## config.mk

```make
export PLATFORM = sky130hd
export DESIGN_NAME = fetchStage
export DESIGN_NICKNAME = d
export VERILOG_FILES = /design/src/verilog/cpuPkg.sv /design/src/verilog/fetchStage.sv
export SDC_FILE = /design/constraint.sdc
export NUM_CORES = 1
export LEC_CHECK = 0
export BUFFER_PORTS_ARGS = -buffer_cell sky130_fd_sc_hd__buf_2
export CORE_MARGIN = 8
export CORE_UTILIZATION = 48
export DETAILED_ROUTE_END_ITERATION = 7
export PLACE_DENSITY_LB_ADDON = 0.08
export SYNTH_ARGS = -nofsm -noshare
export SYNTH_HDL_FRONTEND = slang
export SYNTH_SLANG_ARGS = --single-unit
```

## constraint.sdc

```tcl
create_clock -name clk -period 2.9 [get_ports clk]
set_input_delay 0.435 -clock clk [delete_from_list [all_inputs] [get_ports clk]]
set_output_delay 0.435 -clock clk [all_outputs]
set_load 0.03 [all_outputs]
```

## src/verilog/cpuPkg.sv

```systemverilog
//####################################################################
// Shared widths, types and encodings for the pipelined MIPS-like core
// Imported by every stage module and by the testbench
//####################################################################

package cpuPkg;

  localparam int wordWidth    = 32;  // Data and address width
  localparam int regAddrWidth = 5;   // 32 architectural registers

  typedef logic [wordWidth-1:0]    word_t;
  typedef logic [regAddrWidth-1:0] regAddr_t;

  // Instruction opcodes, bits 31:26
  typedef enum logic [5:0] {
    OP_NOP  = 6'b000000,
    OP_ADD  = 6'b000001,
    OP_SUB  = 6'b000011,
    OP_AND  = 6'b000101,
    OP_OR   = 6'b000110,
    OP_NOR  = 6'b000111,
    OP_XOR  = 6'b001000,
    OP_SLL  = 6'b001010,
    OP_SRA  = 6'b001011,
    OP_SRL  = 6'b001100,
    OP_ADDI = 6'b100000,  // Immediate forms
    OP_SUBI = 6'b100001,
    OP_LD   = 6'b100100,  // Memory
    OP_ST   = 6'b100101,
    OP_BEZ  = 6'b101000,  // Branches
    OP_BNE  = 6'b101001,
    OP_JMP  = 6'b101010
  } opcode_e;

  // ALU commands carried into execute
  typedef enum logic [3:0] {
    ALU_ADD  = 4'b0000,
    ALU_SUB  = 4'b0010,
    ALU_AND  = 4'b0100,
    ALU_OR   = 4'b0101,
    ALU_NOR  = 4'b0110,
    ALU_XOR  = 4'b0111,
    ALU_SLL  = 4'b1000,
    ALU_SRA  = 4'b1001,
    ALU_SRL  = 4'b1010,
    ALU_NONE = 4'b1111   // NOP and branches
  } aluCmd_e;

  typedef enum logic [1:0] {
    BR_NONE = 2'b00,
    BR_BNE  = 2'b01,
    BR_JUMP = 2'b10,
    BR_BEZ  = 2'b11
  } branch_e;

  // Operand source in execute
  typedef enum logic [1:0] {
    FWD_REGVAL  = 2'd0,
    FWD_FROMMEM = 2'd1,
    FWD_FROMWB  = 2'd2
  } fwdSel_e;

endpackage

```

## src/verilog/fetchStage.sv

```systemverilog
//####################################################################
// Fetch stage: program counter, next-address select and the
// fetch/decode register; instruction memory sits outside the core
//####################################################################
`timescale 1ns/1ps

module fetchStage import cpuPkg::*; (
  input  logic  clk,
  input  logic  rst,
  input  logic  stall,
  input  logic  branchTaken,
  input  word_t branchTarget,
  input  word_t fetchInstr,
  output word_t fetchAddr,
  output word_t idInstr,
  output logic  idValid
);

  word_t nextPc;

  // Taken branch wins over sequential fetch
  assign nextPc = branchTaken ? branchTarget : fetchAddr + 32'd4;

  // PC and valid flag, both frozen on a stall
  always_ff @(posedge clk) begin
    if (rst) begin
      fetchAddr <= '0;
      idValid   <= 1'b0;
    end else if (!stall) begin
      fetchAddr <= nextPc;
      idValid   <= !branchTaken;  // Flushed slot becomes a bubble
    end
  end

  // Instruction word only matters while idValid is set
  always_ff @(posedge clk) begin
    if (!stall) begin
      idInstr <= fetchInstr;
    end
  end

endmodule

```

---- Yosys cells after proc, flatten, opt, wreduce, memory -nomap -nowiden ----
Cells that the tools add are included.
word-level totals
  register bits ........................... 65
  input bits .............................. 68
  output and inout port bits .............. 65
  word-level logic and storage cells ...... 6
cells by class
  $add $sub $neg .......................... 1
  mux-type cells .......................... 1
  reduce and logical (&&, ||, !) cells .... 1
operator list
  cell                     number
  $add A32 B3 Y32 const B  1
  $mux W32                 1
  $logic_not A1 Y1         1

---- Logic depth before layout (Yosys ltp) ----
  depth after elaboration ................. 2
  mapped depth ............................ 7
  depth with buffers taken out ............ 5

---- Worst setup path before layout ----
OpenSTA, ideal clock, no wires.
  path kind ............................... input -> register
  from .................................... input stall
  to ...................................... register fetchAddr[21]
  library setup time ...................... 89 ps
  arrival time ............................ 2361 ps
  required time ........................... 2811 ps
  slack ................................... 450 ps
  stages on the path ...................... 5
  buffers on the path ..................... 2
  path through ............................ clkbuf_1 -> clkinv_1 -> clkbuf_1 -> nand2_1 -> o221ai_1
RTL lines
  what                  line              source
  start, declared       fetchStage.sv:10  input logic stall,
  end signal, assigned  fetchStage.sv:30  fetchAddr <= nextPc;
  end, declared         fetchStage.sv:14  output word_t fetchAddr,

---- Final worst setup path ----
  from .................................... register fetchAddr[6]
  to ...................................... register fetchAddr[28]
on the way
  cells in the longest elaborated chain, start to end .. 2
RTL lines
  what             line              source
  $add A32 B3 Y32  fetchStage.sv:22  assign nextPc = branchTaken ? branchTarget : fetchAddr + 32'd4;
  $mux W32         fetchStage.sv:22
No other way between the ends.
A chain may end at the register's enable or synchronous reset.

==> impl_metrics.ini <==
[synth]
syn_inst = 334
async_reset_ff_share_pct = 0
yosys_most_used_dff = dfxtp_1
syn_nets = 403
ys_warn_count = 0
seq_area_frac_synth_pct = 51.57
ys_ff_latch = 65
syn_area_um2 = 3144
syn_area_per_cell_um2 = 9.414
yosysUniqueCellTypes = 50
synth-edff-count = 32

[layout]
fin_nets = 532
final_layout_size_suffix_gt1_share_pct = 35.26
antenna_cells = 0
stdcell_area_um2 = 4058
area_growth_pct = 29.05

[clock_network]
insertion_delay_ps = 340
post_cts_buffers = 0
cts_tree = yes
ctsLongestPathBuffers = 2
cts-root-buf = clkbuf_8
cts_htree_levels = 3
clk_pin_slew_ps = 80
cts_hold_buf = 0
cts_resized = 0
cts_sinks = 65
cts_buffers = 9

[route]
wire_per_inst_um = 17.32
post-route-drc-count = 0
drt-vias-per-instance = 5.822
drt_first_pass_iters = 5
num_vias = 3173
detail_route.iter0.violations = 262
postRouteAntennaNets = 0
drt-total-wl_um = 9438

[sta]
setup_viol = 0
fin_skew_ps = 6.040
min_period_ps = 2127
fmax_mhz = 470.2
fin_crit_sh_pct = 73.34
max-slew-margin-rel_pct = 50.56
grt_setup_unrepaired = no
worst_pin_slew_ps = 734.8
drv_slew = 0
finalSetupTns_ps = 0
finalHoldViolCount = 0
holdWs_ps = 266.6

[setup_path]
crit_fanout = 13
crit_chain = nand4_1 > buf_4 > or4_1 > nor3_1 > mux2_2
cp.depth = 5
cp.buffers_inverters = 1
reg2reg_depth = 5
slowest_delay_ps = 650
worst-setup-path-type = flop to flop
crit_family = simple AND/OR/NAND/NOR gates
startpoint_type = flop
arrival_ps = 2360
critical_path.slowest_cell = or4_1
endpoint_kind = flop
crit_required_ps = 3130

[power]
power_frac_seq_pct = 50.4
p_comb_share_pct = 17.2
swShare_pct = 31.35
ir_drop_mv = 0.3472
power.switching_mw = 0.6696
clkPwrFrac_pct = 32.4
fin_total_pwr_mw = 2.136
power.internal_mw = 1.466
powerDensity_nw_per_um2 = 526.3
p_leak_nw = 1.656

[hold_path]
whs_path_depth = 1
hold_path.class = input port to flop

[die]
ios = 133
rows = 29
die_y_um = 96.94
die_w_um = 96.94
start_util_pct = 49.52
dieArea_um2 = 9396
core_area_um2 = 6350

[run]
cap_violations = 0

[grt]
antenna_found_initial = 0
grt_max_degree = 38
grt_pass1_vias = 2957
grt-ovfl-total = 0
track_usage_pct = 19.14
grt_pass1_wl_um = 15070

[placement]
place.detailed.hpwl_um = 6930
io_buffers = 132
dpl-instance-area_um2 = 3880
place.gp.congestion = 0.9267

[run_status]
status = complete, no violations
cells by family after synthesis:
logic type,synth area share (%)
fa+ha+maj,0.3979
simple gates,22.48
mux,2.706
buf+inv,3.899
compound gates,18.94
flops,51.57
area by class of cell:
class / instances / area [um2]
Fill cell: 542 / 2292
Sequential cell: 65 / 1622
Multi-Input combinational cell: 237 / 1400
Timing Repair Buffer: 141 / 728.2
Clock buffer: 9 / 123.9
Tap cell: 77 / 96.34
Clock inverter: 7 / 53.80
Inverter: 9 / 33.78
routing by layer:
metal	up-vias	GRT usage, %	wire length [um]
met2	163	30.26	4381
met4	0	6.627	106
met5	-	0	0
li1	1536	-	-
met1	1463	24.55	4151
met3	11	5.050	799
path summary, 6_finish.rpt:
kind	startpoint	endpoint	slack, ps
worst min register to register	fetchAddr[0]	fetchAddr[0]	470
worst max-delay path	fetchAddr[6]	fetchAddr[28]	770
worst max register to register	fetchAddr[6]	fetchAddr[28]	770
worst min-delay path	fetchInstr[17]	idInstr[17]	270
per-stage QoR:
stage | instances | utilization [%] | setup slack (ps)
2_1_floorplan | 334 | - | 450.0
3_3_place_gp | 529 | 61.10 | 846.8
3_5_place_dp | 529 | 61.10 | 825.7
4_1_cts | 545 | 63.90 | 811.2
5_1_grt | 545 | 63.90 | 641.7
6_report | 545 | 63.90 | 773.2
registers in the layout, indices dropped and copies added (netlist names):
name	count
fetchAddr	32
idInstr	32
idValid	1
cell usage in the layout (no fill, tap or decap), types with 4 or more instances in the layout:
cell	instances
and4_1	4
nand3_1	13
nand2_1	34
a21oi_1	19
buf_4	9
clkbuf_8	9
a31oi_1	8
buf_2	132
nand4_1	14
mux2_2	4
nor2_1	31
and3_1	8
mux2i_1	4
inv_1	6
nor3_1	12
nor2b_1	5
edfxtp_1	32
o21ai_0	14
dfxtp_1	33
a22oi_1	11
nor4_1	8
a211oi_1	4
power groups by stage:
stage	combinational [mW]	clock [mW]	sequential, mW
after floorplan	0.111	0	1.21
after global placement	0.367	0	1.09
after detailed placement	0.371	0	1.10
after CTS	0.372	0.708	1.07
after global routing	0.395	0.744	1.08
final	0.368	0.692	1.08
Yosys cell counts (4+ instances only):
| cell | number | area share [%] |
|---|---|---|
| mux2_2 | 4 | 1.4 |
| nor2b_1 | 5 | 0.99 |
| edfxtp_1 | 32 | 31 |
| nand3_1 | 13 | 2.1 |
| nand4_1 | 14 | 2.8 |
| nor2_1 | 31 | 3.7 |
| nor4_1 | 8 | 1.6 |
| a31oi_1 | 8 | 1.6 |
| clkbuf_1 | 18 | 2.1 |
| and3_1 | 8 | 1.6 |
| o21ai_0 | 14 | 2.2 |
| a21oi_1 | 19 | 3.0 |
| nor3_1 | 12 | 1.9 |
| dfxtp_1 | 33 | 21 |
| inv_1 | 6 | 0.72 |
| a22oi_1 | 11 | 2.6 |
| nand2_1 | 34 | 4.1 |
| a211oi_1 | 4 | 0.96 |
| mux2i_1 | 4 | 1.3 |
| and4_1 | 4 | 1.1 |
Power figures use the tool's default switching activity.
