File: src/verilog/cpuPkg.sv
//####################################################################
// Shared widths, types and encodings for the pipelined MIPS-like core
// Imported by every stage module and by the testbench
//####################################################################

package cpuPkg;

  localparam int wordWidth    = 32;  // Data and address width
  localparam int regAddrWidth = 5;   // 32 architectural registers

  typedef logic [wordWidth-1:0]    word_t;
  typedef logic [regAddrWidth-1:0] regAddr_t;

  // Instruction opcodes, bits 31:26
  typedef enum logic [5:0] {
    OP_NOP  = 6'b000000,
    OP_ADD  = 6'b000001,
    OP_SUB  = 6'b000011,
    OP_AND  = 6'b000101,
    OP_OR   = 6'b000110,
    OP_NOR  = 6'b000111,
    OP_XOR  = 6'b001000,
    OP_SLL  = 6'b001010,
    OP_SRA  = 6'b001011,
    OP_SRL  = 6'b001100,
    OP_ADDI = 6'b100000,  // Immediate forms
    OP_SUBI = 6'b100001,
    OP_LD   = 6'b100100,  // Memory
    OP_ST   = 6'b100101,
    OP_BEZ  = 6'b101000,  // Branches
    OP_BNE  = 6'b101001,
    OP_JMP  = 6'b101010
  } opcode_e;

  // ALU commands carried into execute
  typedef enum logic [3:0] {
    ALU_ADD  = 4'b0000,
    ALU_SUB  = 4'b0010,
    ALU_AND  = 4'b0100,
    ALU_OR   = 4'b0101,
    ALU_NOR  = 4'b0110,
    ALU_XOR  = 4'b0111,
    ALU_SLL  = 4'b1000,
    ALU_SRA  = 4'b1001,
    ALU_SRL  = 4'b1010,
    ALU_NONE = 4'b1111   // NOP and branches
  } aluCmd_e;

  typedef enum logic [1:0] {
    BR_NONE = 2'b00,
    BR_BNE  = 2'b01,
    BR_JUMP = 2'b10,
    BR_BEZ  = 2'b11
  } branch_e;

  // Operand source in execute
  typedef enum logic [1:0] {
    FWD_REGVAL  = 2'd0,
    FWD_FROMMEM = 2'd1,
    FWD_FROMWB  = 2'd2
  } fwdSel_e;

endpackage

File: src/verilog/hazardUnit.sv
//####################################################################
// Hazard unit: decode stall for load-use and branch operands, and the
// forwarding selects for the three execute operands
//####################################################################
`timescale 1ns/1ps

module hazardUnit import cpuPkg::*; (
  input  regAddr_t idSrc1,
  input  regAddr_t idSrc2,
  input  logic     idUsesSrc2,
  input  logic     idIsBranch,
  input  regAddr_t exSrc1,
  input  regAddr_t exSrc2,
  input  regAddr_t exDest,
  input  logic     exWbEn,
  input  logic     exMemRead,
  input  regAddr_t memDest,
  input  logic     memWbEn,
  input  regAddr_t wbDest,
  input  logic     wbEnInt,
  output logic     stall,
  output fwdSel_e  fwdSel1,
  output fwdSel_e  fwdSel2,
  output fwdSel_e  fwdSelStore
);

  logic exHit;
  logic memHit;

  // r0 never produces a dependency
  function automatic logic regHit(regAddr_t src, regAddr_t dst, logic wrEn);
    return wrEn && (src != '0) && (src == dst);
  endfunction

  // Youngest producer first
  function automatic fwdSel_e pickSrc(regAddr_t src, regAddr_t mDest, logic mEn,
                                      regAddr_t wDest, logic wEn);
    if (regHit(src, mDest, mEn)) return FWD_FROMMEM;
    if (regHit(src, wDest, wEn)) return FWD_FROMWB;
    return FWD_REGVAL;
  endfunction

  assign exHit  = regHit(idSrc1, exDest, exWbEn) ||
                  (idUsesSrc2 && regHit(idSrc2, exDest, exWbEn));
  assign memHit = regHit(idSrc1, memDest, memWbEn) ||
                  (idUsesSrc2 && regHit(idSrc2, memDest, memWbEn));

  // Loads need one extra cycle, branches compare in decode without forwarding
  assign stall = (exMemRead && exHit) || (idIsBranch && (exHit || memHit));

  assign fwdSel1     = pickSrc(exSrc1, memDest, memWbEn, wbDest, wbEnInt);
  assign fwdSel2     = pickSrc(exSrc2, memDest, memWbEn, wbDest, wbEnInt);
  assign fwdSelStore = pickSrc(exDest, memDest, memWbEn, wbDest, wbEnInt);  // ST data reg

endmodule

File: config.mk
export PLATFORM = sky130hd
export DESIGN_NAME = hazardUnit
export DESIGN_NICKNAME = d
export VERILOG_FILES = /design/src/verilog/cpuPkg.sv /design/src/verilog/hazardUnit.sv
export SDC_FILE = /design/constraint.sdc
export NUM_CORES = 1
export LEC_CHECK = 0
export ABC_AREA = 1
export BUFFER_PORTS_ARGS = -buffer_cell sky130_fd_sc_hd__buf_2
export CAP_MARGIN = 20
export CORE_MARGIN = 10
export CORE_UTILIZATION = 48
export DETAILED_ROUTE_END_ITERATION = 8
export GPL_ROUTABILITY_DRIVEN = 0
export PLACE_DENSITY_LB_ADDON = 0.15
export SLEW_MARGIN = 20
export SYNTH_ARGS = -nofsm -noshare
export SYNTH_HDL_FRONTEND = slang
export SYNTH_SLANG_ARGS = --single-unit
File: constraint.sdc
create_clock -name vclk -period 1.2
set_input_delay 0.18 -clock vclk [all_inputs]
set_output_delay 0.18 -clock vclk [all_outputs]
set_load 0.05 [all_outputs]
==> out/summary.json, run 1 <==
{
  "outcome": "aborted with a tool error",
  "lastStage": "5_1_grt",
  "stop_error": "[ERROR DPL-0038] Utilization greater than 100%, impossible to legalize",
  "globalroute.repair_timing.worst_endpoint": "stall",
  "initial_core_util_pct": 51.0,
  "cts_post_setup_buffers_inserted": 0,
  "synth-warning-count": 0,
  "fp-row-count": 15,
  "synth.yosys.seq_area_share_pct": 0,
  "synth_largest_area_cell": "sky130_fd_sc_hd__nand2_1",
  "worstEndpointType": "primary output",
  "synth.top_cell.area_share_pct": 30.0,
  "die_width_um": 63.1,
  "die_y_um": 63.1,
  "syn_inst": 192,
  "dpl_worst_slack_ns": -0.225,
  "netlist_top_cells_area": "sky130_fd_sc_hd__nand2_1 (30%), sky130_fd_sc_hd__inv_1 (12%), sky130_fd_sc_hd__nor2_1 (11%)",
  "synth_cell_types": 19,
  "netlist_area_um2": 890,
  "placedCellCount": 273,
  "synth_fp_nets": 233,
  "syn_avg_cell_area_um2": 4.63,
  "place.port_buffers": 48,
  "largest_net_degree_at_the_start_of_global_routing": 8,
  "ports_placed_on_the_boundary": 48,
  "hpwl_after_detailed_placement_um": 2760
}
==> synth_stat cells, types with 2 or more instances <==
cell	n
sky130_fd_sc_hd__xor2_1	10
sky130_fd_sc_hd__buf_4	2
sky130_fd_sc_hd__xnor2_1	7
sky130_fd_sc_hd__nand2_1	71
sky130_fd_sc_hd__nor2_1	27
sky130_fd_sc_hd__inv_1	28
sky130_fd_sc_hd__nor3_1	2
sky130_fd_sc_hd__nand4_1	6
sky130_fd_sc_hd__a21oi_1	8
sky130_fd_sc_hd__nor2_2	2
sky130_fd_sc_hd__o22ai_1	6
sky130_fd_sc_hd__o21ai_0	7
sky130_fd_sc_hd__inv_2	3
sky130_fd_sc_hd__nand3_1	7
sky130_fd_sc_hd__clkinv_1	2
==> stage by stage <==
stage | setup TNS, ns | hold slack, ns | cell area [µm²]
after detailed placement | -1.22 | 0.849 | 1270
after floorplan | -0.197 | 0.609 | 955
after global placement | -1.14 | 0.845 | 1270
after CTS | -0.0682 | 0.803 | 1480
==> cells by family after synthesis <==
logic type | Yosys count | synth area share (%)
AO/OA/AOI/OAI | 22 | 13.5
buffers and inverters | 36 | 16.2
XOR/XNOR | 17 | 16.7
AND/OR/NAND/NOR | 117 | 53.6
==> repair_timing <==
item / in CTS
hold buffers: 0
setup endpoints to repair: 7
pin swaps: 29
gates resized for setup: 73
==> run 2: changes to the inputs <==
--- a/config.mk
+++ b/config.mk
@@ -8,9 +8,9 @@
 export ABC_AREA = 1
 export BUFFER_PORTS_ARGS = -buffer_cell sky130_fd_sc_hd__buf_2
 export CAP_MARGIN = 20
-export CORE_MARGIN = 10
-export CORE_UTILIZATION = 48
+export CORE_AREA = 10 10 71 73
 export DETAILED_ROUTE_END_ITERATION = 8
+export DIE_AREA = 0 0 81 83
 export GPL_ROUTABILITY_DRIVEN = 0
 export PLACE_DENSITY_LB_ADDON = 0.15
 export SLEW_MARGIN = 20
==> out/summary.json, run 2 <==
{
  "outcome": "finished with violations",
  "failed_checks": "negative setup slack",
  "floorplan_core_area_um2": 3630,
  "layout-drive-gt1-share_pct": 49.6,
  "fp.dieArea_um2": 6720,
  "mostFrequentLayoutCells": "sky130_fd_sc_hd__nand2_1 (60), sky130_fd_sc_hd__nor2_1 (18), sky130_fd_sc_hd__buf_6 (18)",
  "detailroute.via_count": 1392,
  "finalNetCount": 297,
  "syn_avg_cell_area_um2": 4.63,
  "highest_attainable_clock_frequency_ghz": 0.813,
  "crit_arrival_ns": 1.05,
  "place.port_buffers": 48,
  "synth_largest_area_cell": "sky130_fd_sc_hd__nand2_1",
  "diodes": 0,
  "area_taken_by_multi_input_logic_gates_um2": 932,
  "drt_pre_antenna_iters": 4,
  "wl_per_cell_um": 13.5,
  "grt_antenna_before_repair": 0,
  "period_needed_ns": 1.23,
  "grt_pass1_wl_um": 6560,
  "crit_path_max_fanout": 3,
  "synth.yosys.seq_area_share_pct": 0,
  "setup_ws_ns": -0.0296,
  "syn_inst": 192,
  "largest_net_degree_at_the_start_of_global_routing": 8,
  "synth.cells.most_frequent": "sky130_fd_sc_hd__nand2_1 (71), sky130_fd_sc_hd__inv_1 (28), sky130_fd_sc_hd__nor2_1 (27), sky130_fd_sc_hd__xor2_1 (10), sky130_fd_sc_hd__a21oi_1 (8)",
  "yosysMostFrequentCell": "sky130_fd_sc_hd__nand2_1",
  "rsz_0062_raised_after_global_routing": "true",
  "placedCellCount": 300,
  "layout.cells.most_common": "sky130_fd_sc_hd__nand2_1",
  "timing_hold_violations_final": 0,
  "drc": 0,
  "synth-warning-count": 0,
  "p_int_mw": 0.307,
  "sw_frac_of_total_pct": 50.6,
  "ports_placed_on_the_boundary": 48,
  "ctsHoldBuffers": 0,
  "synth.top_cell.area_share_pct": 30.0,
  "power_frac_comb_pct": 100.0,
  "hold_path_class": "input pin to output pin",
  "relative_slew_slack_pct": 85.1,
  "seqPwrFrac_pct": 0,
  "finalWirelength_um": 4060,
  "endpoint_kind": "output pin",
  "final-setup-viol-count": 4,
  "finalNonFillerCells": 302,
  "final.setup.tns_ns": -0.0962,
  "finish.instance_area_um2": 1820,
  "globalRouteOverflowTotal": 0,
  "hpwl_after_detailed_placement_um": 3240,
  "dpl_cell_area_um2": 1340,
  "n_clock_buffer": 0,
  "crit_required_ns": 1.02,
  "p_sw_mw": 0.315,
  "cellLeakagePower_nw": 0.912,
  "power-per-cell-area_nw_per_um2": 341,
  "die_y_um": 83,
  "dpl_worst_slack_ns": -0.246,
  "synth_fp_nets": 233,
  "ir_drop_mv": 0.112,
  "first_iter_violations": 66,
  "globalRouteTotalUtil_pct": 11.4,
  "timing.critical_path.from_type": "input pin",
  "power.share.clock_pct": 0,
  "fillerInstances": 379,
  "netlist_top_cells_area": "sky130_fd_sc_hd__nand2_1 (30%), sky130_fd_sc_hd__inv_1 (12%), sky130_fd_sc_hd__nor2_1 (11%)",
  "area_growth_syn_to_layout_pct": 105,
  "min_path_cells": 6,
  "sequential_cell_area_um2": 0,
  "netlist_area_um2": 890,
  "route.antenna.remaining_nets": 0,
  "die_width_um": 81,
  "setup_crit_path_kind": "input pin to output pin",
  "worst_slew_pin_slew_ns": 0.221,
  "timing.max_cap.violations": 0,
  "final_min_period_over_clock_period_pct": 102,
  "initial_core_util_pct": 24.5,
  "detail_route.vias_per_cell": 4.61,
  "first_global_vias": 1412,
  "n_sequential_cell": 0,
  "synth_cell_types": 19,
  "fp-row-count": 22,
  "maxSlewViolCount": 0
}
[run 2: cell counts after synthesis]
No cell type changed its count.
[run 2: what timing repair did]
action,4_1_cts,5_1_grt
setup endpoints to repair,7,7
gates resized for setup,83,73
pin swaps,30,34
gates cloned,0,0
setup buffers,2,0
[run 2: cell families (layout without fill, tap and decap cells)]
group,count (synthesis),after routing,share of synthesized area [%]
compound gates,22,22,13.5
buf+inv,36,98,16.2
xor+xnor,17,17,16.7
simple gates,117,117,53.6
[run 2: area by class of cell]
cell class / count / area share (%)
multi-input combinational: 156 / 51.2
inverter: 33 / 9.82
timing repair buffer: 65 / 35.7
tap: 48 / 3.30
[run 2: worst paths after layout]
| path | start | end | slack [ns] |
|---|---|---|---|
| hold / removal | idIsBranch | stall | 0.79 |
| setup / recovery | wbDest[0] | fwdSel2[1] | -0.03 |
[run 2: power by group through the flow]
| stage | registers, mW | logic [mW] | clock network [mW] |
|---|---|---|---|
| 2_1_floorplan | 0 | 0.249 | 0 |
| 3_3_place_gp | 0 | 0.440 | 0 |
| 3_5_place_dp | 0 | 0.441 | 0 |
| 4_1_cts | 0 | 0.527 | 0 |
| 5_1_grt | 0 | 0.680 | 0 |
| 6_report | 0 | 0.621 | 0 |
[run 2: worst max-delay path, stage by stage]
cell and delay, ns:
sky130_fd_sc_hd__buf_8 0.11, sky130_fd_sc_hd__xnor2_2 0.14, sky130_fd_sc_hd__nand2_1 0.09, sky130_fd_sc_hd__nor3_2 0.15
sky130_fd_sc_hd__nand3_1 0.12, sky130_fd_sc_hd__nor2_4 0.11, sky130_fd_sc_hd__buf_8 0.15
[run 2: routing by layer]
metal  GRT usage [%]  up-vias  part of all wire (%)
li1                -      728                     -
met4           0.626        0                  0.71
met1            13.9      633                    40
met5               0        -                     0
met3            1.94        2                   6.0
met2            20.6       29                    53
[run 2: metrics by stage]
step	hold WS, ns	util, %	power (mW)
final	0.794	50.1	0.621
after global routing	0.823	50.1	0.680
after CTS	0.793	43.6	0.527
after detailed placement	0.852	36.9	0.441
after global placement	0.849	36.9	0.440
after floorplan	0.609	-	0.249
(Power assumes the default switching activity.)
