File: config.mk
export PLATFORM = sky130hd
export DESIGN_NAME = decodeStage
export DESIGN_NICKNAME = d
export VERILOG_FILES = /design/src/verilog/cpuPkg.sv /design/src/verilog/decodeStage.sv
export SDC_FILE = /design/constraint.sdc
export NUM_CORES = 1
export LEC_CHECK = 0
export ABC_AREA = 1
export BUFFER_PORTS_ARGS = -buffer_cell sky130_fd_sc_hd__buf_4
export CAP_MARGIN = 20
export CORE_AREA = 2 2 118 120
export CTS_CLUSTER_SIZE = 10
export DETAILED_ROUTE_END_ITERATION = 10
export DIE_AREA = 0 0 120 122
export MAX_ROUTING_LAYER = met4
export PLACE_DENSITY = 0.81
export SYNTH_ARGS = -nofsm -noshare
export SYNTH_HDL_FRONTEND = slang
export SYNTH_SLANG_ARGS = --single-unit
File: constraint.sdc
create_clock -name clk -period 1.9 [get_ports clk]
set_input_delay 0.19 -clock clk [delete_from_list [all_inputs] [get_ports clk]]
set_output_delay 0.19 -clock clk [all_outputs]
set_load 0.03 [all_outputs]
File: src/verilog/cpuPkg.sv
//####################################################################
// Shared widths, types and encodings for the pipelined MIPS-like core
// Imported by every stage module and by the testbench
//####################################################################

package cpuPkg;

  localparam int wordWidth    = 32;  // Data and address width
  localparam int regAddrWidth = 5;   // 32 architectural registers

  typedef logic [wordWidth-1:0]    word_t;
  typedef logic [regAddrWidth-1:0] regAddr_t;

  // Instruction opcodes, bits 31:26
  typedef enum logic [5:0] {
    OP_NOP  = 6'b000000,
    OP_ADD  = 6'b000001,
    OP_SUB  = 6'b000011,
    OP_AND  = 6'b000101,
    OP_OR   = 6'b000110,
    OP_NOR  = 6'b000111,
    OP_XOR  = 6'b001000,
    OP_SLL  = 6'b001010,
    OP_SRA  = 6'b001011,
    OP_SRL  = 6'b001100,
    OP_ADDI = 6'b100000,  // Immediate forms
    OP_SUBI = 6'b100001,
    OP_LD   = 6'b100100,  // Memory
    OP_ST   = 6'b100101,
    OP_BEZ  = 6'b101000,  // Branches
    OP_BNE  = 6'b101001,
    OP_JMP  = 6'b101010
  } opcode_e;

  // ALU commands carried into execute
  typedef enum logic [3:0] {
    ALU_ADD  = 4'b0000,
    ALU_SUB  = 4'b0010,
    ALU_AND  = 4'b0100,
    ALU_OR   = 4'b0101,
    ALU_NOR  = 4'b0110,
    ALU_XOR  = 4'b0111,
    ALU_SLL  = 4'b1000,
    ALU_SRA  = 4'b1001,
    ALU_SRL  = 4'b1010,
    ALU_NONE = 4'b1111   // NOP and branches
  } aluCmd_e;

  typedef enum logic [1:0] {
    BR_NONE = 2'b00,
    BR_BNE  = 2'b01,
    BR_JUMP = 2'b10,
    BR_BEZ  = 2'b11
  } branch_e;

  // Operand source in execute
  typedef enum logic [1:0] {
    FWD_REGVAL  = 2'd0,
    FWD_FROMMEM = 2'd1,
    FWD_FROMWB  = 2'd2
  } fwdSel_e;

endpackage

File: src/verilog/decodeStage.sv
//####################################################################
// Decode stage: opcode decode, operand select, branch resolution and
// the decode/execute register; a stall loads a bubble into execute
//####################################################################
`timescale 1ns/1ps

module decodeStage import cpuPkg::*; (
  input  logic     clk,
  input  logic     rst,
  input  word_t    idInstr,
  input  logic     idValid,
  input  logic     stall,
  input  word_t    fetchAddr,     // Address of the instruction after this one
  input  word_t    rdData1,
  input  word_t    rdData2,
  output regAddr_t rdAddr1,
  output regAddr_t rdAddr2,
  output logic     branchTaken,
  output word_t    branchTarget,
  output regAddr_t idSrc1,
  output regAddr_t idSrc2,
  output logic     idUsesSrc2,
  output logic     idIsBranch,
  output aluCmd_e  exAluCmd,
  output word_t    exVal1,
  output word_t    exVal2,
  output word_t    exStoreVal,
  output regAddr_t exSrc1,
  output regAddr_t exSrc2,
  output regAddr_t exDest,
  output logic     exWbEn,
  output logic     exMemRead,
  output logic     exMemWrite
);

  opcode_e  opcode;
  regAddr_t fDest;
  regAddr_t fSrc1;
  regAddr_t fSrc2;
  word_t    immExt;
  aluCmd_e  aluCmd;
  branch_e  brKind;
  logic     isRType;
  logic     isImm;
  logic     readsDest;
  logic     usesSrc1;
  logic     wbEn;
  logic     condMet;

  // A bubble decodes as NOP
  assign opcode = idValid ? opcode_e'(idInstr[31:26]) : OP_NOP;
  assign fDest  = idInstr[25:21];
  assign fSrc1  = idInstr[20:16];
  assign fSrc2  = idInstr[15:11];
  assign immExt = {{16{idInstr[15]}}, idInstr[15:0]};

  //##################################################################
  // Control decode
  //##################################################################
  always_comb begin
    aluCmd = ALU_NONE;
    brKind = BR_NONE;
    case (opcode)
      OP_ADD, OP_ADDI, OP_LD, OP_ST: aluCmd = ALU_ADD;  // Address calc uses ADD
      OP_SUB, OP_SUBI: aluCmd = ALU_SUB;
      OP_AND:  aluCmd = ALU_AND;
      OP_OR:   aluCmd = ALU_OR;
      OP_NOR:  aluCmd = ALU_NOR;
      OP_XOR:  aluCmd = ALU_XOR;
      OP_SLL:  aluCmd = ALU_SLL;
      OP_SRA:  aluCmd = ALU_SRA;
      OP_SRL:  aluCmd = ALU_SRL;
      OP_BEZ:  brKind = BR_BEZ;
      OP_BNE:  brKind = BR_BNE;
      OP_JMP:  brKind = BR_JUMP;
      default: ;
    endcase
  end

  assign isRType   = opcode inside {OP_ADD, OP_SUB, OP_AND, OP_OR, OP_NOR,
                                    OP_XOR, OP_SLL, OP_SRA, OP_SRL};
  assign isImm     = opcode inside {OP_ADDI, OP_SUBI, OP_LD, OP_ST};
  assign readsDest = opcode inside {OP_ST, OP_BNE};  // Dest field is a source here
  assign wbEn      = isRType || opcode inside {OP_ADDI, OP_SUBI, OP_LD};
  assign usesSrc1  = isRType || isImm || brKind inside {BR_BEZ, BR_BNE};

  // Register file addresses
  assign rdAddr1 = fSrc1;
  assign rdAddr2 = readsDest ? fDest : fSrc2;

  // Sources seen by the hazard unit, r0 when unused
  assign idSrc1     = usesSrc1 ? fSrc1 : '0;
  assign idSrc2     = rdAddr2;
  assign idUsesSrc2 = isRType || readsDest;
  assign idIsBranch = brKind inside {BR_BEZ, BR_BNE};

  //##################################################################
  // Branch resolution
  //##################################################################
  always_comb begin
    case (brKind)
      BR_JUMP: condMet = 1'b1;
      BR_BEZ:  condMet = (rdData1 == '0);
      BR_BNE:  condMet = (rdData1 != rdData2);
      default: condMet = 1'b0;
    endcase
  end

  assign branchTaken  = condMet && !stall;  // Operands not ready while stalled
  assign branchTarget = fetchAddr + (immExt << 2);

  //##################################################################
  // Decode/execute register
  //##################################################################
  always_ff @(posedge clk) begin
    if (rst || stall) begin
      exAluCmd   <= ALU_NONE;  // Bubble
      exWbEn     <= 1'b0;
      exMemRead  <= 1'b0;
      exMemWrite <= 1'b0;
    end else begin
      exAluCmd   <= aluCmd;
      exWbEn     <= wbEn;
      exMemRead  <= (opcode == OP_LD);
      exMemWrite <= (opcode == OP_ST);
    end
  end

  always_ff @(posedge clk) begin
    exVal1     <= rdData1;
    exVal2     <= isImm ? immExt : rdData2;
    exStoreVal <= rdData2;
    exSrc1     <= idSrc1;
    exSrc2     <= isRType ? fSrc2 : '0;  // Keeps the immediate from being overridden
    exDest     <= fDest;
  end

endmodule

# After elaboration in Yosys (flattened, before gate mapping)
# Cells that the tools add are included.
[op_classes]
add_sub_neg = 1
mul = 0
div = 0
n_lt_le_gt_ge = 0
n_eq_ne = 20
n_shift = 0
muxes = 7
bitwise_logic = 0
reduce_logical = 15
[ops]
columns = ["op", "n"]
rows = [
  ["6-bit equality test, second input constant", 7],
  ["4-bit one-hot mux with 9 select lines", 1],
  ["32-bit adder", 1],
  ["32-bit zero test", 1],
  ["32-bit two-way mux", 1],
  ["32-bit inequality test", 1],
  ["6-bit by 4-bit equality test with 1-bit output, second input constant", 4],
  ["6-bit by 3-bit equality test with 1-bit output, second input constant", 3],
  ["5-bit two-way mux", 2],
  ["9-bit nonzero test", 1],
  ["6-bit by 1-bit equality test with 1-bit output, second input constant", 1],
  ["6-bit by 2-bit equality test with 1-bit output, second input constant", 1],
  ["6-bit two-way mux", 1],
  ["2-bit one-hot mux with 3 select lines", 1],
  ["1-bit logical OR", 5],
  ["2-bit equality test, second input constant", 2],
  ["2-bit nonzero test", 2],
  ["4-bit nonzero test", 1],
  ["4-bit OR reduction", 1],
  ["1-bit one-hot mux with 3 select lines", 1],
  ["3-bit nonzero test", 1],
  ["2-bit by 1-bit equality test with 1-bit output, second input constant", 1],
  ["2-bit OR reduction", 1],
  ["1-bit logical AND", 1],
  ["1-bit zero test", 1],
]
[totals]
regBits = 118
latchBits = 0
ramBits = 0
romBits = 0
in_bits = 132
out_inout_bits = 173
elab_cells = 53
memories = 0

# Depth between registers and ports, before layout
[logic_depth]
depth_word = 7
depth_mapped = 13
depth_no_buf = 13

# Least setup slack after synthesis
# Ideal clock, no wire load.
[synth_timing]
kind = "input to output"
startpoint = "in idInstr[28]"
endpoint = "out rdAddr2[0]"
arrival_ns = 1.936
required_ns = 1.710
slack_ns = -0.226
path_stages = 8
path_buffers = 1
cell_sequence = "nand2_1 > inv_1 > nand2_1 > inv_1 > o21ai_0 > clkinv_1 > o21ai_0 > buf_4"
[synth_via]
elab_chain_len = 4
elab_cells_between_ends = 5
classes_between = "2 x eq/ne; 2 x mux; 1 x reduce/logical"
[synth_lines]
columns = ["element", "line_no", "rtl"]
rows = [
  ["start, declared", "decodeStage.sv:10", "input word_t idInstr,"],
  ["6-bit two-way mux (*)", "decodeStage.sv:51", "assign opcode = idValid ? opcode_e'(idInstr[31:26]) : OP_NOP;"],
  ["6-bit equality test", "decodeStage.sv:83", "assign readsDest = opcode inside {OP_ST, OP_BNE};"],
  ["2-bit nonzero test (*)", "decodeStage.sv:83", ""],
  ["5-bit two-way mux (*)", "decodeStage.sv:89", "assign rdAddr2 = readsDest ? fDest : fSrc2;"],
  ["end, declared", "decodeStage.sv:17", "output regAddr_t rdAddr2,"],
]
# Every way passes the cells marked *; elsewhere a longest branch is shown, timed or not.

# Worst setup path in the final report
[layout_timing]
startpoint = "in idValid"
endpoint = "out idSrc1[0]"
[layout_via]
elab_chain_len = 7
elab_cells_between_ends = 26
classes_between = "18 x eq/ne; 3 x mux; 5 x reduce/logical"
[layout_lines]
columns = ["element", "line_no", "rtl"]
rows = [
  ["start, declared", "decodeStage.sv:11", "input logic idValid,"],
  ["6-bit two-way mux (*)", "decodeStage.sv:51", ""],
  ["6-bit equality test", "decodeStage.sv:63", "case (opcode)"],
  ["2-bit one-hot mux with 3 select lines", "decodeStage.sv:63", ""],
  ["2-bit equality test or 2-bit by 1-bit equality test with 1-bit output (tied branches)", "decodeStage.sv:85", "assign usesSrc1 = isRType || isImm || brKind inside {BR_BEZ, BR_BNE};"],
  ["2-bit nonzero test", "decodeStage.sv:85", ""],
  ["1-bit logical OR (*)", "decodeStage.sv:85", ""],
  ["5-bit two-way mux (*)", "decodeStage.sv:92", "assign idSrc1 = usesSrc1 ? fSrc1 : '0;"],
  ["end, declared", "decodeStage.sv:20", "output regAddr_t idSrc1,"],
]
# Marks and branches as above.

==> impl_metrics.prom <==
# TYPE chip_impl_metric gauge
chip_impl_info{name="worstSetupStartpointType",value="input pin"} 1
chip_impl_metric{name="synth.net_count",unit=""} 953
chip_impl_metric{name="global_route_wire_length_before_repair",unit="um"} 40700
chip_impl_metric{name="worstHoldPathCells",unit=""} 3
chip_impl_metric{name="clk_path_buf_depth",unit=""} 2
chip_impl_metric{name="maximum_operating_frequency",unit="MHz"} 490
chip_impl_metric{name="cts_htree_levels",unit=""} 4
chip_impl_metric{name="final-max-slew-violation-count",unit=""} 0
chip_impl_metric{name="port_buffer_count",unit=""} 300
chip_impl_metric{name="synthMuxAreaShare",unit="%"} 0
chip_impl_metric{name="grt_pass1_vias",unit=""} 7362
chip_impl_metric{name="fin_cells",unit=""} 1424
chip_impl_info{name="main_combinational_cell_family_by_area_after_synthesis",value="simple AND/OR/NAND/NOR gates"} 1
chip_impl_metric{name="post_layout_net_count",unit=""} 1391
chip_impl_metric{name="drt.antenna.violating_nets",unit=""} 0
chip_impl_metric{name="pin_count_of_the_biggest_net_entering_global_routing",unit=""} 26
chip_impl_metric{name="synth_adder_area_share",unit="%"} 6.79
chip_impl_metric{name="synth.distinct_cells",unit=""} 29
chip_impl_metric{name="synth-simple-area-share",unit="%"} 28.6
chip_impl_info{name="hold_start",value="rdData2[11]"} 1
chip_impl_metric{name="setup_violations",unit=""} 21
chip_impl_metric{name="period_minus_slack",unit="ps"} 2040
chip_impl_metric{name="synth_warnings",unit=""} 0
chip_impl_info{name="tritoncts_clock_tree",value="yes"} 1
chip_impl_metric{name="final_hold_viol_count",unit=""} 0
chip_impl_metric{name="drt-vias-per-instance",unit=""} 5.49
chip_impl_metric{name="globalRoute.totalOverflow",unit=""} 0
chip_impl_metric{name="placed_cell_count",unit=""} 1299
chip_impl_info{name="min_delay_worst_endpoint",value="exVal2[11]$_DFF_P_"} 1
chip_impl_metric{name="drtPass1Iterations",unit=""} 9
chip_impl_metric{name="clock-sinks",unit=""} 118
chip_impl_metric{name="p_leak",unit="nW"} 5.33
chip_impl_metric{name="layout-drive-gt1-share",unit="%"} 43.2
chip_impl_metric{name="cts-buffers-inserted",unit=""} 17
chip_impl_metric{name="num_rows",unit=""} 43
chip_impl_metric{name="via_count",unit=""} 7811
chip_impl_metric{name="relSlewSlack",unit="%"} 53.6
chip_impl_metric{name="detail_route.wirelength",unit="um"} 30900
chip_impl_metric{name="synth-seq-area-share",unit="%"} 41.9
chip_impl_metric{name="finalHoldWorstSlack",unit="ps"} 18.4
chip_impl_info{name="setup.worst_path.end_class",value="output port"} 1
chip_impl_metric{name="post-route-worst-setup-slack",unit="ps"} -142
chip_impl_metric{name="core_region_area",unit="um2"} 13500
chip_impl_metric{name="timing_worst_slew_pin_value",unit="ps"} 695
chip_impl_metric{name="place_congestion",unit=""} 1.04
chip_impl_info{name="clock-root-buffer",value="clkbuf_16"} 1
chip_impl_info{name="grt_setup_unrepaired",value="true"} 1
chip_impl_metric{name="gate_count_of_the_mapped_netlist",unit=""} 791
chip_impl_metric{name="post_dp_cell_area",unit="um2"} 8400
chip_impl_metric{name="die_area",unit="um2"} 14600
chip_impl_info{name="hold_class",value="in -> reg"} 1
chip_impl_metric{name="cell_area_after_layout",unit="um2"} 10700
chip_impl_metric{name="critical_path.max_fanout",unit=""} 9
chip_impl_metric{name="grt_use_total",unit="%"} 37.6
chip_impl_metric{name="crit_arrival",unit="ps"} 1850
chip_impl_metric{name="vdd_ir_drop_max",unit="V"} 0.000618
chip_impl_metric{name="horiz_die_dim",unit="um"} 120
chip_impl_metric{name="ys_seq_elements",unit=""} 118
chip_impl_metric{name="worst-endpoint-required",unit="ps"} 1710
chip_impl_metric{name="starting_density",unit="%"} 41.7
chip_impl_metric{name="post-layout-total-power",unit="mW"} 9.06
chip_impl_metric{name="synth_xor_area_share",unit="%"} 4.82
chip_impl_info{name="criticalPathCategory",value="in -> out"} 1
chip_impl_metric{name="final_util",unit="%"} 79.5
chip_impl_metric{name="synth_compound_gate_area_share",unit="%"} 9.06
chip_impl_metric{name="clk_pin_slew_worst_paths",unit="ps"} 50
chip_impl_metric{name="wl_per_cell",unit="um"} 21.7
chip_impl_metric{name="layout_worst_path_cycle_share",unit="%"} 107
chip_impl_metric{name="drv_cap",unit=""} 0
chip_impl_metric{name="drc_errors",unit=""} 0
chip_impl_metric{name="die_height",unit="um"} 122
chip_impl_info{name="status",value="finished with violations"} 1
chip_impl_metric{name="syn2layout_area_growth",unit="%"} 90.4
chip_impl_metric{name="num_io_pins",unit=""} 305
chip_impl_metric{name="synthesis.area",unit="um2"} 5640
chip_impl_metric{name="synthesis.area_per_instance",unit="um2"} 7.13
chip_impl_metric{name="power.density_cell_area",unit="nW/um2"} 844
chip_impl_metric{name="grt_antenna_before_repair",unit=""} 2
chip_impl_metric{name="detailedPlacementHpwl",unit="um"} 16500
chip_impl_info{name="violated_checks",value="setup timing"} 1
chip_impl_metric{name="dr_iter_0_viols",unit=""} 974
## final cells by class
type,count,area (um2)
Sequential cell,118,2360
Multi-Input combinational cell,556,3590
Inverter,99,372
Clock buffer,18,439
Clock inverter,14,165
Timing Repair Buffer,437,3570
Tap cell,180,225
Antenna cell,2,5.00
Fill cell,796,2770
## placed cells by master (no fill, tap or decap), drive strengths merged
master / n
nand3b: 3
nor2: 75
dlygate4sd3: 73
buf: 364
ha: 29
diode: 2
dfxtp: 118
nand3: 32
fa: 1
o211ai: 1
clkinv: 6
nand2: 266
o21ai: 42
inv: 104
a21boi: 5
xor2: 14
a31oi: 2
bufinv: 2
a21oi: 35
clkbuf: 18
o21a: 5
o21bai: 2
a21o: 2
and3: 1
xnor2: 17
nand4: 10
clkinvlp: 1
nor3: 14
## timing repair
item                                   4_1_cts  5_1_grt
setup buffers                                3       15
cloned                                       0        0
setup endpoints to repair                   22       45
endpoints found under the hold margin       73        0
pin swaps                                   16       42
resized for setup                           56      137
hold buffers                                73        0
## cell families after synthesis
family / after synthesis
AND/OR/NAND/NOR: 401
flip-flops: 118
buffers and inverters: 117
AO/OA/AOI/OAI: 94
XOR/XNOR: 31
adder cells (fa/ha/maj): 30
## synth_stat cells
cell,n,area (um2)
nand4_1,10,62.6
and3_1,1,6.26
ha_1,29,363
buf_2,3,15.0
nand2_1,265,995
o21a_1,5,37.5
a21o_1,2,15.0
nand3b_1,3,22.5
clkinv_1,1,3.75
nor3_1,13,65.1
dfxtp_1,118,2360
o211ai_1,1,7.51
nor2_1,73,274
o21ai_0,42,210
inv_1,97,364
nand2_2,1,6.26
clkbuf_1,1,3.75
nand3_1,32,160
nor3_2,1,10.0
a31oi_1,2,12.5
nor2_2,2,12.5
a21boi_0,5,37.5
inv_2,1,3.75
fa_1,1,20.0
a21oi_1,35,175
xor2_1,14,123
xnor2_1,17,149
buf_4,14,105
o21bai_1,2,15.0
## flip-flops by register name, summed over array words and instances, names as in the netlist
name and flops:
exMemRead 1, exVal2 32, exAluCmd 4, exSrc2 5, exDest 5, exSrc1 5
exMemWrite 1, exStoreVal 32, exVal1 32, exWbEn 1
## worst max-delay path by stage
stage	startpoint	endpoint	slack, ps	depth (start not counted)
detailed placement	idInstr[0]	branchTarget[20]	-230	15
global route	fetchAddr[2]	branchTarget[24]	-250	14
global placement	idInstr[0]	branchTarget[20]	-190	15
finish	idValid	idSrc1[0]	-140	8
floorplan	idInstr[28]	rdAddr2[0]	-230	8
CTS	fetchAddr[2]	branchTarget[12]	-50	13
## report_power, final
part           switching [mW]  internal, mW  total [mW]
registers              0.0642          2.62        2.68
logic                    1.74          1.25        2.99
clock network            1.37          2.01        3.38
## critical path, cell delays in order
cell	delay, ps
buf_4	140
nand2_2	130
nor2_4	250
nand2_2	140
o211ai_1	380
nor2_4	140
a21boi_1	260
buf_4	210
## metal layers
metal / up-vias / routed length (um) / global-route usage (%)
met5: - / 0 / -
met1: 3567 / 10100 / 37.1
met3: 235 / 3450 / 12.9
met4: 0 / 2410 / 24.1
met2: 631 / 14900 / 63.6
li1: 3378 / - / -
## per-stage QoR
| step | TNS [ps] | setup slack [ps] |
|---|---|---|
| floorplan | -1130 | -226 |
| finish | -1300 | -142 |
| detailed placement | -2180 | -233 |
| global route | -2570 | -247 |
| CTS | -143 | -49.3 |
| global placement | -1650 | -195 |
(Power assumes the default switching activity.)
