<file path="src/verilog/cpuPkg.sv">
//####################################################################
// Shared widths, types and encodings for the pipelined MIPS-like core
// Imported by every stage module and by the testbench
//####################################################################

package cpuPkg;

  localparam int wordWidth    = 32;  // Data and address width
  localparam int regAddrWidth = 5;   // 32 architectural registers

  typedef logic [wordWidth-1:0]    word_t;
  typedef logic [regAddrWidth-1:0] regAddr_t;

  // Instruction opcodes, bits 31:26
  typedef enum logic [5:0] {
    OP_NOP  = 6'b000000,
    OP_ADD  = 6'b000001,
    OP_SUB  = 6'b000011,
    OP_AND  = 6'b000101,
    OP_OR   = 6'b000110,
    OP_NOR  = 6'b000111,
    OP_XOR  = 6'b001000,
    OP_SLL  = 6'b001010,
    OP_SRA  = 6'b001011,
    OP_SRL  = 6'b001100,
    OP_ADDI = 6'b100000,  // Immediate forms
    OP_SUBI = 6'b100001,
    OP_LD   = 6'b100100,  // Memory
    OP_ST   = 6'b100101,
    OP_BEZ  = 6'b101000,  // Branches
    OP_BNE  = 6'b101001,
    OP_JMP  = 6'b101010
  } opcode_e;

  // ALU commands carried into execute
  typedef enum logic [3:0] {
    ALU_ADD  = 4'b0000,
    ALU_SUB  = 4'b0010,
    ALU_AND  = 4'b0100,
    ALU_OR   = 4'b0101,
    ALU_NOR  = 4'b0110,
    ALU_XOR  = 4'b0111,
    ALU_SLL  = 4'b1000,
    ALU_SRA  = 4'b1001,
    ALU_SRL  = 4'b1010,
    ALU_NONE = 4'b1111   // NOP and branches
  } aluCmd_e;

  typedef enum logic [1:0] {
    BR_NONE = 2'b00,
    BR_BNE  = 2'b01,
    BR_JUMP = 2'b10,
    BR_BEZ  = 2'b11
  } branch_e;

  // Operand source in execute
  typedef enum logic [1:0] {
    FWD_REGVAL  = 2'd0,
    FWD_FROMMEM = 2'd1,
    FWD_FROMWB  = 2'd2
  } fwdSel_e;

endpackage

</file>
<file path="src/verilog/executeStage.sv">
//####################################################################
// Execute stage: operand forwarding, the ALU and the execute/memory
// register
//####################################################################
`timescale 1ns/1ps

module executeStage import cpuPkg::*; (
  input  logic     clk,
  input  logic     rst,
  input  aluCmd_e  exAluCmd,
  input  word_t    exVal1,
  input  word_t    exVal2,
  input  word_t    exStoreVal,
  input  regAddr_t exDest,
  input  logic     exWbEn,
  input  logic     exMemRead,
  input  logic     exMemWrite,
  input  fwdSel_e  fwdSel1,
  input  fwdSel_e  fwdSel2,
  input  fwdSel_e  fwdSelStore,
  input  word_t    wbData,
  output word_t    memAluRes,
  output word_t    memStoreVal,
  output regAddr_t memDest,
  output logic     memWbEn,
  output logic     memRead,
  output logic     memWrite
);

  word_t aluA;
  word_t aluB;
  word_t storeVal;
  word_t aluRes;

  function automatic word_t pickVal(fwdSel_e sel, word_t regVal, word_t memVal,
                                    word_t wbVal);
    case (sel)
      FWD_FROMMEM: return memVal;
      FWD_FROMWB:  return wbVal;
      default:     return regVal;
    endcase
  endfunction

  assign aluA     = pickVal(fwdSel1, exVal1, memAluRes, wbData);
  assign aluB     = pickVal(fwdSel2, exVal2, memAluRes, wbData);
  assign storeVal = pickVal(fwdSelStore, exStoreVal, memAluRes, wbData);

  // Shift amount is the low five bits of the second operand
  always_comb begin
    case (exAluCmd)
      ALU_ADD: aluRes = aluA + aluB;
      ALU_SUB: aluRes = aluA - aluB;
      ALU_AND: aluRes = aluA & aluB;
      ALU_OR:  aluRes = aluA | aluB;
      ALU_NOR: aluRes = ~(aluA | aluB);
      ALU_XOR: aluRes = aluA ^ aluB;
      ALU_SLL: aluRes = aluA << aluB[4:0];
      ALU_SRA: aluRes = word_t'($signed(aluA) >>> aluB[4:0]);  // Sign fill
      ALU_SRL: aluRes = aluA >> aluB[4:0];
      default: aluRes = '0;
    endcase
  end

  always_ff @(posedge clk) begin
    if (rst) begin
      memWbEn  <= 1'b0;
      memRead  <= 1'b0;
      memWrite <= 1'b0;
    end else begin
      memWbEn  <= exWbEn;
      memRead  <= exMemRead;
      memWrite <= exMemWrite;
    end
  end

  always_ff @(posedge clk) begin
    memAluRes   <= aluRes;
    memStoreVal <= storeVal;
    memDest     <= exDest;
  end

endmodule

</file>
<file path="config.mk">
export PLATFORM = sky130hd
export DESIGN_NAME = executeStage
export DESIGN_NICKNAME = d
export VERILOG_FILES = /design/src/verilog/cpuPkg.sv /design/src/verilog/executeStage.sv
export SDC_FILE = /design/constraint.sdc
export NUM_CORES = 1
export LEC_CHECK = 0
export BUFFER_PORTS_ARGS = -buffer_cell sky130_fd_sc_hd__buf_2
export CAP_MARGIN = 20
export CORE_MARGIN = 5
export CORE_UTILIZATION = 40
export DETAILED_ROUTE_END_ITERATION = 10
export HOLD_SLACK_MARGIN = 0.03
export SYNTH_ARGS = -nofsm -noshare
export SYNTH_HDL_FRONTEND = slang
export SYNTH_SLANG_ARGS = --single-unit
</file>
<file path="constraint.sdc">
create_clock -name clk -period 5.15 [get_ports clk]
set_input_delay 0.2575 -clock clk [delete_from_list [all_inputs] [get_ports clk]]
set_output_delay 0.2575 -clock clk [all_outputs]
set_load 0.05 [all_outputs]
</file>
# Word level (Yosys, flattened, before mapping)
# Index checks and enable logic that the tools add are counted.
classes:
  addsub: 2
  n_eq_ne: 14
  shift: 3
  mux: 4
  bitwise: 4
  reduce_logical: 1
op_table:
  columns: ["op", "count"]
  rows:
  - ["one-hot mux 32 bit (9 select lines)", 1]
  - ["one-hot mux 32 bit (2 select lines)", 3]
  - ["adder 32 bit", 1]
  - ["bitwise AND 32 bit", 1]
  - ["NOT 32 bit", 1]
  - ["bitwise OR 32 bit", 1]
  - ["left shift 32 x 5 -> 32 bit", 1]
  - ["right shift 32 x 5 -> 32 bit", 1]
  - [">>> shifter 32 x 5 -> 32 bit", 1]
  - ["subtractor 32 bit", 1]
  - ["XOR 32 bit", 1]
  - ["== test 4 x 3 -> 1 bit, second input constant", 4]
  - ["== test 4 bit, second input constant", 3]
  - ["== test 2 x 1 -> 1 bit, second input constant", 3]
  - ["== test 2 bit, second input constant", 3]
  - ["== test 4 x 2 -> 1 bit, second input constant", 1]
  - ["zero test 4 bit", 1]
totals:
  regBits: 72
  inputBits: 148
  output_inout_bits: 72
  elab_cells: 34

# Logic depth before layout (Yosys ltp)
# Gate-level depths: netlist of run 1.
depth:
  depth_word: 5
  mapped_depth: 25

# Worst setup path after synthesis of run 1
# Ideal clock, no wire load.
synth_timing:
  path_kind: "input to register"
  start: "in fwdSel2[0]"
  end: "reg memAluRes[31]"
  setup_ns: 0.122
  t_arrival_ns: 4.596
  slack_ns: 0.432
  stages: 22
  path_cell_list: "inv_1 ha_1 buf_6 a221oi_1 or2_2 clkbuf_1 buf_2 buf_1 buf_2 xnor2_1 inv_1 ha_1 nor2b_1 o31a_1 nand4_1 nand3_1 a21oi_1 o21ai_0 a41oi_1 a31oi_1 xnor2_1 a221o_1"
synth_between:
  elab_chain_cells: 5
  elab_cells_between_ends: 13
synth_rtl:
  columns: ["item", "line_no", "text"]
  rows:
  - ["start: declaration", "executeStage.sv:19", "input fwdSel_e fwdSel2,"]
  - ["== test 2 bit or == test 2 x 1 -> 1 bit (tied branches)", "executeStage.sv:37", "case (sel)"]
  - ["one-hot mux 32 bit (2 select lines) (*)", "executeStage.sv:37", null]
  - ["branches (longest 2 deep; another with subtractor 32 bit)", null, null]
  - ["one-hot mux 32 bit (9 select lines) (*)", "executeStage.sv:50", "case (exAluCmd)"]
  - ["net aluRes[31]", "executeStage.sv:33", "word_t aluRes;"]
  - ["end signal: assignment", "executeStage.sv:77", "memAluRes <= aluRes;"]
  - ["end: declaration", "executeStage.sv:22", "output word_t memAluRes,"]
# Mark *: on every way through the listed nets, which the timed path passes.
# A chain may end at the register's enable or synchronous reset.

# Worst setup path after layout of run 1
layout_timing:
  start: "in fwdSel2[1]"
  end: "reg memAluRes[30]"
# The elaborated chain is that of the path after synthesis.

==> summary.md, run 1 <==
| Metric | Value |
|---|---|
| Detail Route Antenna Nets | `0` |
| FFs w/ async S/R, synth | `0%` |
| Seq/Total Area, Yosys | `12.50%` |
| Initial DRC Count | `1707` |
| Nets | `2029` |
| Die H | `179.8 um` |
| Vias | `13430` |
| Final Hold Fails | `0` |
| Num CTS Buffers | `9` |
| Total gr overflow | `0` |
| Fraction of layout cells with a size suffix above 1 | `22.13%` |
| Area Growth Syn to Fin | `15.65%` |
| Setup TNS | `0 ns` |
| Synth Register Bits | `72` |
| Final setup violation count | `0` |
| Most common cell in the netlist | `nand2_1` |
| Largest net degree at the start of global routing | `74` |
| Fmax | `208.8 MHz` |
| Core Box Area | `28630 um^2` |
| Vias in the first global route | `12560` |
| EDFF count, synth | `0` |
| # IOs | `220` |
| Area contributors post-synth | `dfxtp_1 12%, ha_1 12%, mux2i_1 8.1%` |
| Maximum Capacitance Violations | `0` |
| Die area | `32330 um^2` |
| Worst-skew pair later-pin latency | `0.34 ns` |
| DP HPWL | `41740 um` |
| Footprint of the multi-input gates | `9161 um^2` |
| Worst Tran Pin Value | `0.9560 ns` |
| # port buffers | `219` |
| Syn_area_per_cell | `7.177 um^2` |
| Hold WS | `0.07933 ns` |
| Min-Delay Path Class | `in2reg` |
| Worst setup SP type | `primary input` |
| Critical path required time | `5.35 ns` |
| H-tree depth | `3` |
| CP endpoint kind | `register` |
| Peak supply drop | `0.1498 mV` |
| Status | `completed` |
| GPL Wtd Cong | `1.018` |
| Clock root buffer | `clkbuf_16` |
| Crit share post-route | `93.01%` |
| Yosys top cell area share | `12.50%` |
| Initial antenna violation count | `5` |
| TritonCTS clock tree | `yes` |
| Synth Instances | `1607` |
| Clk sinks | `72` |
| CP Class | `in2reg` |
| First-pass GRT wire length | `78230 um` |
| Unrepaired setup endpoints after global routing | `false` |
| Minimum clock period | `4.790 ns` |
| Setup WS pre-CTS | `0.1427 ns` |
| Worst Skew | `0.01555 ns` |
| Slew HR | `35.59%` |
| Final wirelength | `52150 um` |
| Critical-path maximum fanout | `9` |
| LEAKAGE | `6.209 nW` |
| Total Power | `4.421 mW` |
| Die X | `179.8 um` |
| Most used DFF post-synth | `dfxtp_1` |
| CP arrival | `4.99 ns` |
| Power per cell area | `331.4 nW/um^2` |
| Initial Util | `40.29%` |
| Final slew viol count | `0` |
| Area leader, netlist | `dfxtp_1` |
| Post-Syn Area | `11530 um^2` |
| Post-synth top cells | `183 x nand2_1, 150 x o21ai_0, 120 x nor2_1, 109 x a21oi_1, 108 x ha_1` |
| # rows | `62` |
| CP Cell Sequence | `buf_2, inv_1, ha_1, a221oi_1, o22ai_2, nor4_4, and3_2, nand3_1, o31ai_1, xnor2_1, ha_1, and4_1, nand4_1, a311oi_1, a31oi_1, o211ai_1, a31oi_1, o21ai_0, mux2i_1, o21ai_0, nand2_1` |
| CTS clk-pin slew, worst paths | `0.07 ns` |
| DR pass1 iterations | `6` |
| Fillers | `2950` |
| Yosys cell types | `79` |
| Slowest cell delay on critical path | `0.46 ns` |
| Total GRT Usage | `30.19%` |
| Final worst slack | `0.3602 ns` |
| Synth Net Count | `1864` |
| Clock buffer depth | `2` |
| Register area | `1441 um^2` |
| # resized after CTS | `0` |
| Vias per std cell | `6.207` |
| DRC | `0` |
| Synth Warn # | `0` |
| Routed wire per std cell | `24.10 um` |
| Worst path slowest cell | `a221oi_1` |
| Post-layout util | `46.60%` |
[flip-flops by register name, indices dropped and copies added (netlist names)]
signal,flops
memWrite,1
memWbEn,1
memStoreVal,32
memDest,5
memRead,1
memAluRes,32
[stage by stage]
| stage | cell area, um^2 | cells |
|---|---|---|
| final | 13340 | 2164 |
| after global routing | 13340 | 2164 |
| after CTS | 13310 | 2159 |
| after detailed placement | 12950 | 2140 |
| after global placement | 12950 | 2140 |
| after floorplan | 11530 | 1607 |
[power by group]
group	switching (mW)	leakage (nW)	internal (mW)	total, mW
logic	1.98	5.46	1.01	2.99
registers	0.102	0.602	0.650	0.751
clock network	0.251	0.152	0.425	0.675
[cell type report]
type	instances	share of cell area, %
sequential	72	10.81
clock inverter	6	0.7035
timing repair buffer	282	11.91
clock buffer	9	1.688
inverter	90	2.533
multi-input combinational	1317	68.68
tap	384	3.602
antenna	4	0.07504
[worst max-delay path, delay by kind of cell]
kind	cells	cell delay (ns)
mux	1	0.13
fa+ha+maj	2	0.68
compound gates	9	2.42
simple gates	6	1.25
buf+inv	2	0.14
xor+xnor	1	0.11
[metal layers]
layer  part of all wire [%]  GRT usage, %  vias up
met5                  0.025             0        -
met4                    2.3         7.620        2
met3                    8.5         4.669       72
met2                     44         47.51      698
met1                     45         43.22     6428
li1                       -             -     6231
[timing repair]
| action | in CTS | in global routing |
|---|---|---|
| hold endpoints to repair | 4 | 0 |
| setup buffers | 0 | 0 |
| hold buffers | 4 | 0 |
| setup endpoints to repair | 0 | 0 |
[cells in the final DEF, fill, tap and decap left out, drive strengths merged, types with 46 or more instances in the layout]
master,Yosys,final
mux2i,93,93
buf,34,278
a21oi,109,109
dfxtp,72,72
inv,89,90
nor2,120,120
mux2,53,53
nand2,183,183
a22oi,50,50
a211oi,47,47
ha,108,108
xnor2,46,46
o21ai,176,176
[path summary, 6_finish.rpt]
check,end,from,depth (start not counted),slack (ns)
setup / recovery,memAluRes[30],fwdSel2[1],21,0.36
hold / removal,memDest[1],exDest[1],1,0.08
setup reg to reg,memAluRes[30],memAluRes[1],18,0.38
hold reg to reg,memStoreVal[19],memAluRes[19],2,0.60
[cell families (layout without fill, tap and decap cells)]
logic type,count (synthesis),after routing,share of synthesized area [%]
AO/OA/AOI/OAI,577,577,33.04
XOR/XNOR,57,57,4.394
adder cells (fa/ha/maj),109,109,11.89
buffers and inverters,218,387,8.180
flip-flops,72,72,12.50
multiplexers,146,146,13.25
other,0,4,0
AND/OR/NAND/NOR,428,428,16.75
No activity file was read; power rests on OpenSTA's default activity.
==> run 2: changes to the inputs <==
--- a/config.mk
+++ b/config.mk
@@ -7,10 +7,13 @@
 export LEC_CHECK = 0
 export BUFFER_PORTS_ARGS = -buffer_cell sky130_fd_sc_hd__buf_2
 export CAP_MARGIN = 20
+export CELL_PAD_IN_SITES_DETAIL_PLACEMENT = 1
+export CELL_PAD_IN_SITES_GLOBAL_PLACEMENT = 2
 export CORE_MARGIN = 5
-export CORE_UTILIZATION = 40
+export CORE_UTILIZATION = 32
 export DETAILED_ROUTE_END_ITERATION = 10
 export HOLD_SLACK_MARGIN = 0.03
+export PLACE_DENSITY_LB_ADDON = 0.1
 export SYNTH_ARGS = -nofsm -noshare
 export SYNTH_HDL_FRONTEND = slang
 export SYNTH_SLANG_ARGS = --single-unit
==> summary.md, run 2 (synthesis results as in run 1) <==
| Metric | Value |
|---|---|
| Die H | `199.9 um (+11%)` |
| Biggest regs | `memAluRes (32), memStoreVal (32), memDest (5)` |
| Fillers | `4504 (+53%)` |
| Core Box Area | `35570 um^2 (+24%)` |
| Nets | `2038 (+0.44%)` |
| Detail Route Antenna Nets | `0 (unchanged)` |
| Power per cell area | `335.6 nW/um^2 (+1.3%)` |
| Clock root buffer | `clkbuf_16` |
| Vias per std cell | `5.958 (-4.0%)` |
| Routed wire per std cell | `26.29 um (+9.1%)` |
| Vias in the first global route | `13460 (+7.2%)` |
| TritonCTS clock tree | `yes` |
| GPL Wtd Cong | `0.9904 (-2.7%)` |
| Placed cell count | `2224 (+3.9%)` |
| Final wirelength | `59070 um (+13%)` |
| Initial antenna violation count | `2 (-3)` |
| Setup WS pre-CTS | `-0.06659 ns (-0.2093 ns)` |
| Final slew viol count | `0 (unchanged)` |
| Crit share post-route | `94.35% (+1.3 points)` |
| # port buffers | `219 (unchanged)` |
| Clk sinks | `72 (unchanged)` |
| CTS clk-pin slew, worst paths | `0.06 ns (about the same)` |
| Setup Buffers After CTS | `0 (unchanged)` |
| Initial DRC Count | `1031 (-40%)` |
| Total gr overflow | `0 (unchanged)` |
| Vias | `13390 (-0.33%)` |
| Min-Delay Path Class | `in2reg` |
| Maximum Capacitance Violations | `0 (unchanged)` |
| # IOs | `220 (unchanged)` |
| Clock buffer depth | `2 (unchanged)` |
| Total GRT Usage | `28.13% (-2.1 points)` |
| Final worst slack | `0.2908 ns (-0.06938 ns)` |
| Critical-path maximum fanout | `14 (+5)` |
| Num CTS Buffers | `9 (unchanged)` |
| Worst setup SP type | `primary input` |
| # rows | `69 (+11%)` |
| Worst Tran Pin Value | `1.241 ns (+0.2854 ns)` |
| Die X | `199.9 um (+11%)` |
| DP HPWL | `47500 um (+14%)` |
| Final Hold Fails | `0 (unchanged)` |
| Die area | `39940 um^2 (+24%)` |
| DR pass1 iterations | `5 (-1)` |
| DRC | `0 (unchanged)` |
| Most common cell after layout, fill and taps aside | `buf_2` |
| Fraction of layout cells with a size suffix above 1 | `22.56% (+0.44 points)` |
| Fmax | `205.8 MHz (-1.4%)` |
| Peak supply drop | `0.2387 mV (+59%)` |
| Critical path required time | `5.37 ns (+0.02 ns)` |
| Worst Skew | `0.01387 ns (-0.001676 ns)` |
| Final setup violation count | `0 (unchanged)` |
| First-pass GRT wire length | `85880 um (+9.8%)` |
| Diodes inserted | `0 (-4)` |
| H-tree depth | `3 (unchanged)` |
| Slew HR | `16.36% (-19 points)` |
| Largest net degree at the start of global routing | `67 (-9.5%)` |
| Area Growth Syn to Fin | `17.09%` |
| Commonest cells after routing, fill and taps aside | `218 x buf_2, 183 x nand2_1, 150 x o21ai_0` |
| CP endpoint kind | `register` |
| CP Class | `in2reg` |
| Worst-skew pair later-pin latency | `0.36 ns (+0.02 ns)` |
| Final Non-Filler Cells | `2247 (+3.8%)` |
| Minimum clock period | `4.859 ns (+0.06938 ns)` |
| Initial Util | `32.43% (-7.9 points)` |
| CP arrival | `5.08 ns (+0.09 ns)` |
| Status | `completed` |
| Unrepaired setup endpoints after global routing | `false` |
| LEAKAGE | `6.250 nW (+0.65%)` |
==> run 2: power by group <==
part | internal, mW | switching (mW) | leakage (nW) | total (mW)
clock network | 0.427 | 0.271 | 0.149 | 0.698
logic | 1.03 | 2.05 | 5.50 | 3.08
registers | 0.650 | 0.106 | 0.602 | 0.756
==> run 2: path summary, 6_finish.rpt <==
kind	start	end	slack (ns)	cells past startpoint
min	rst	memWrite	0.09	2
max	fwdSel2[0]	memAluRes[30]	0.29	22
max reg2reg	memAluRes[1]	memAluRes[30]	0.37	18
min reg2reg	memAluRes[15]	memStoreVal[15]	0.62	2
==> run 2: stage by stage <==
stage                     power [mW]  instance area (um^2)  hold WS (ns)  setup TNS (ns)  utilization, %
final                          4.532                 13500       0.09369               0           37.97
after detailed placement       3.771                 13110        0.3623        -0.06659           36.86
after global routing           4.796                 13500       0.09670               0           37.97
after global placement         3.743                 13110        0.3624               0           36.86
after floorplan                2.785                 11530        0.2852               0               -
after CTS                      4.499                 13480       0.07726               0           37.91
==> run 2: cell type report <==
| class | instances | area (um^2) | area share, % |
|---|---|---|---|
| Clock buffer | 10 | 229.0 | 1.696 |
| Clock inverter | 6 | 92.59 | 0.6856 |
| Inverter | 90 | 337.8 | 2.502 |
| Multi-Input combinational cell | 1317 | 9175 | 67.94 |
| Sequential cell | 72 | 1441 | 10.67 |
| Tap cell | 461 | 576.8 | 4.271 |
| Timing Repair Buffer | 291 | 1652 | 12.23 |
==> run 2: worst max-delay path, cell delays in order <==
cell and delay (ns):
buf_2 0.10, inv_1 0.04, ha_2 0.49, buf_4 0.25
o21a_2 0.17, inv_2 0.06, nor4_4 0.38, and3_2 0.27
nand3_1 0.15, o21ai_0 0.27, xnor2_1 0.19, ha_1 0.31
a21o_1 0.18, a21o_1 0.17, a221o_1 0.36, a31oi_1 0.34
o211ai_1 0.16, a31oi_1 0.30, o21ai_0 0.25, mux2i_1 0.16
o21ai_0 0.15, nand2_1 0.06
==> run 2: timing repair <==
item / 4_1_cts / 5_1_grt
endpoints found under the setup margin: 0 / 3
endpoints found under the hold margin: 5 / 0
gates resized for setup: 0 / 1
hold buffers: 5 / 0
==> run 2: metal layers <==
metal	global-route usage [%]	share of wire [%]
met2	44.14	43
met4	7.597	2.6
met5	0	0.058
met1	39.65	47
met3	5.354	7.6
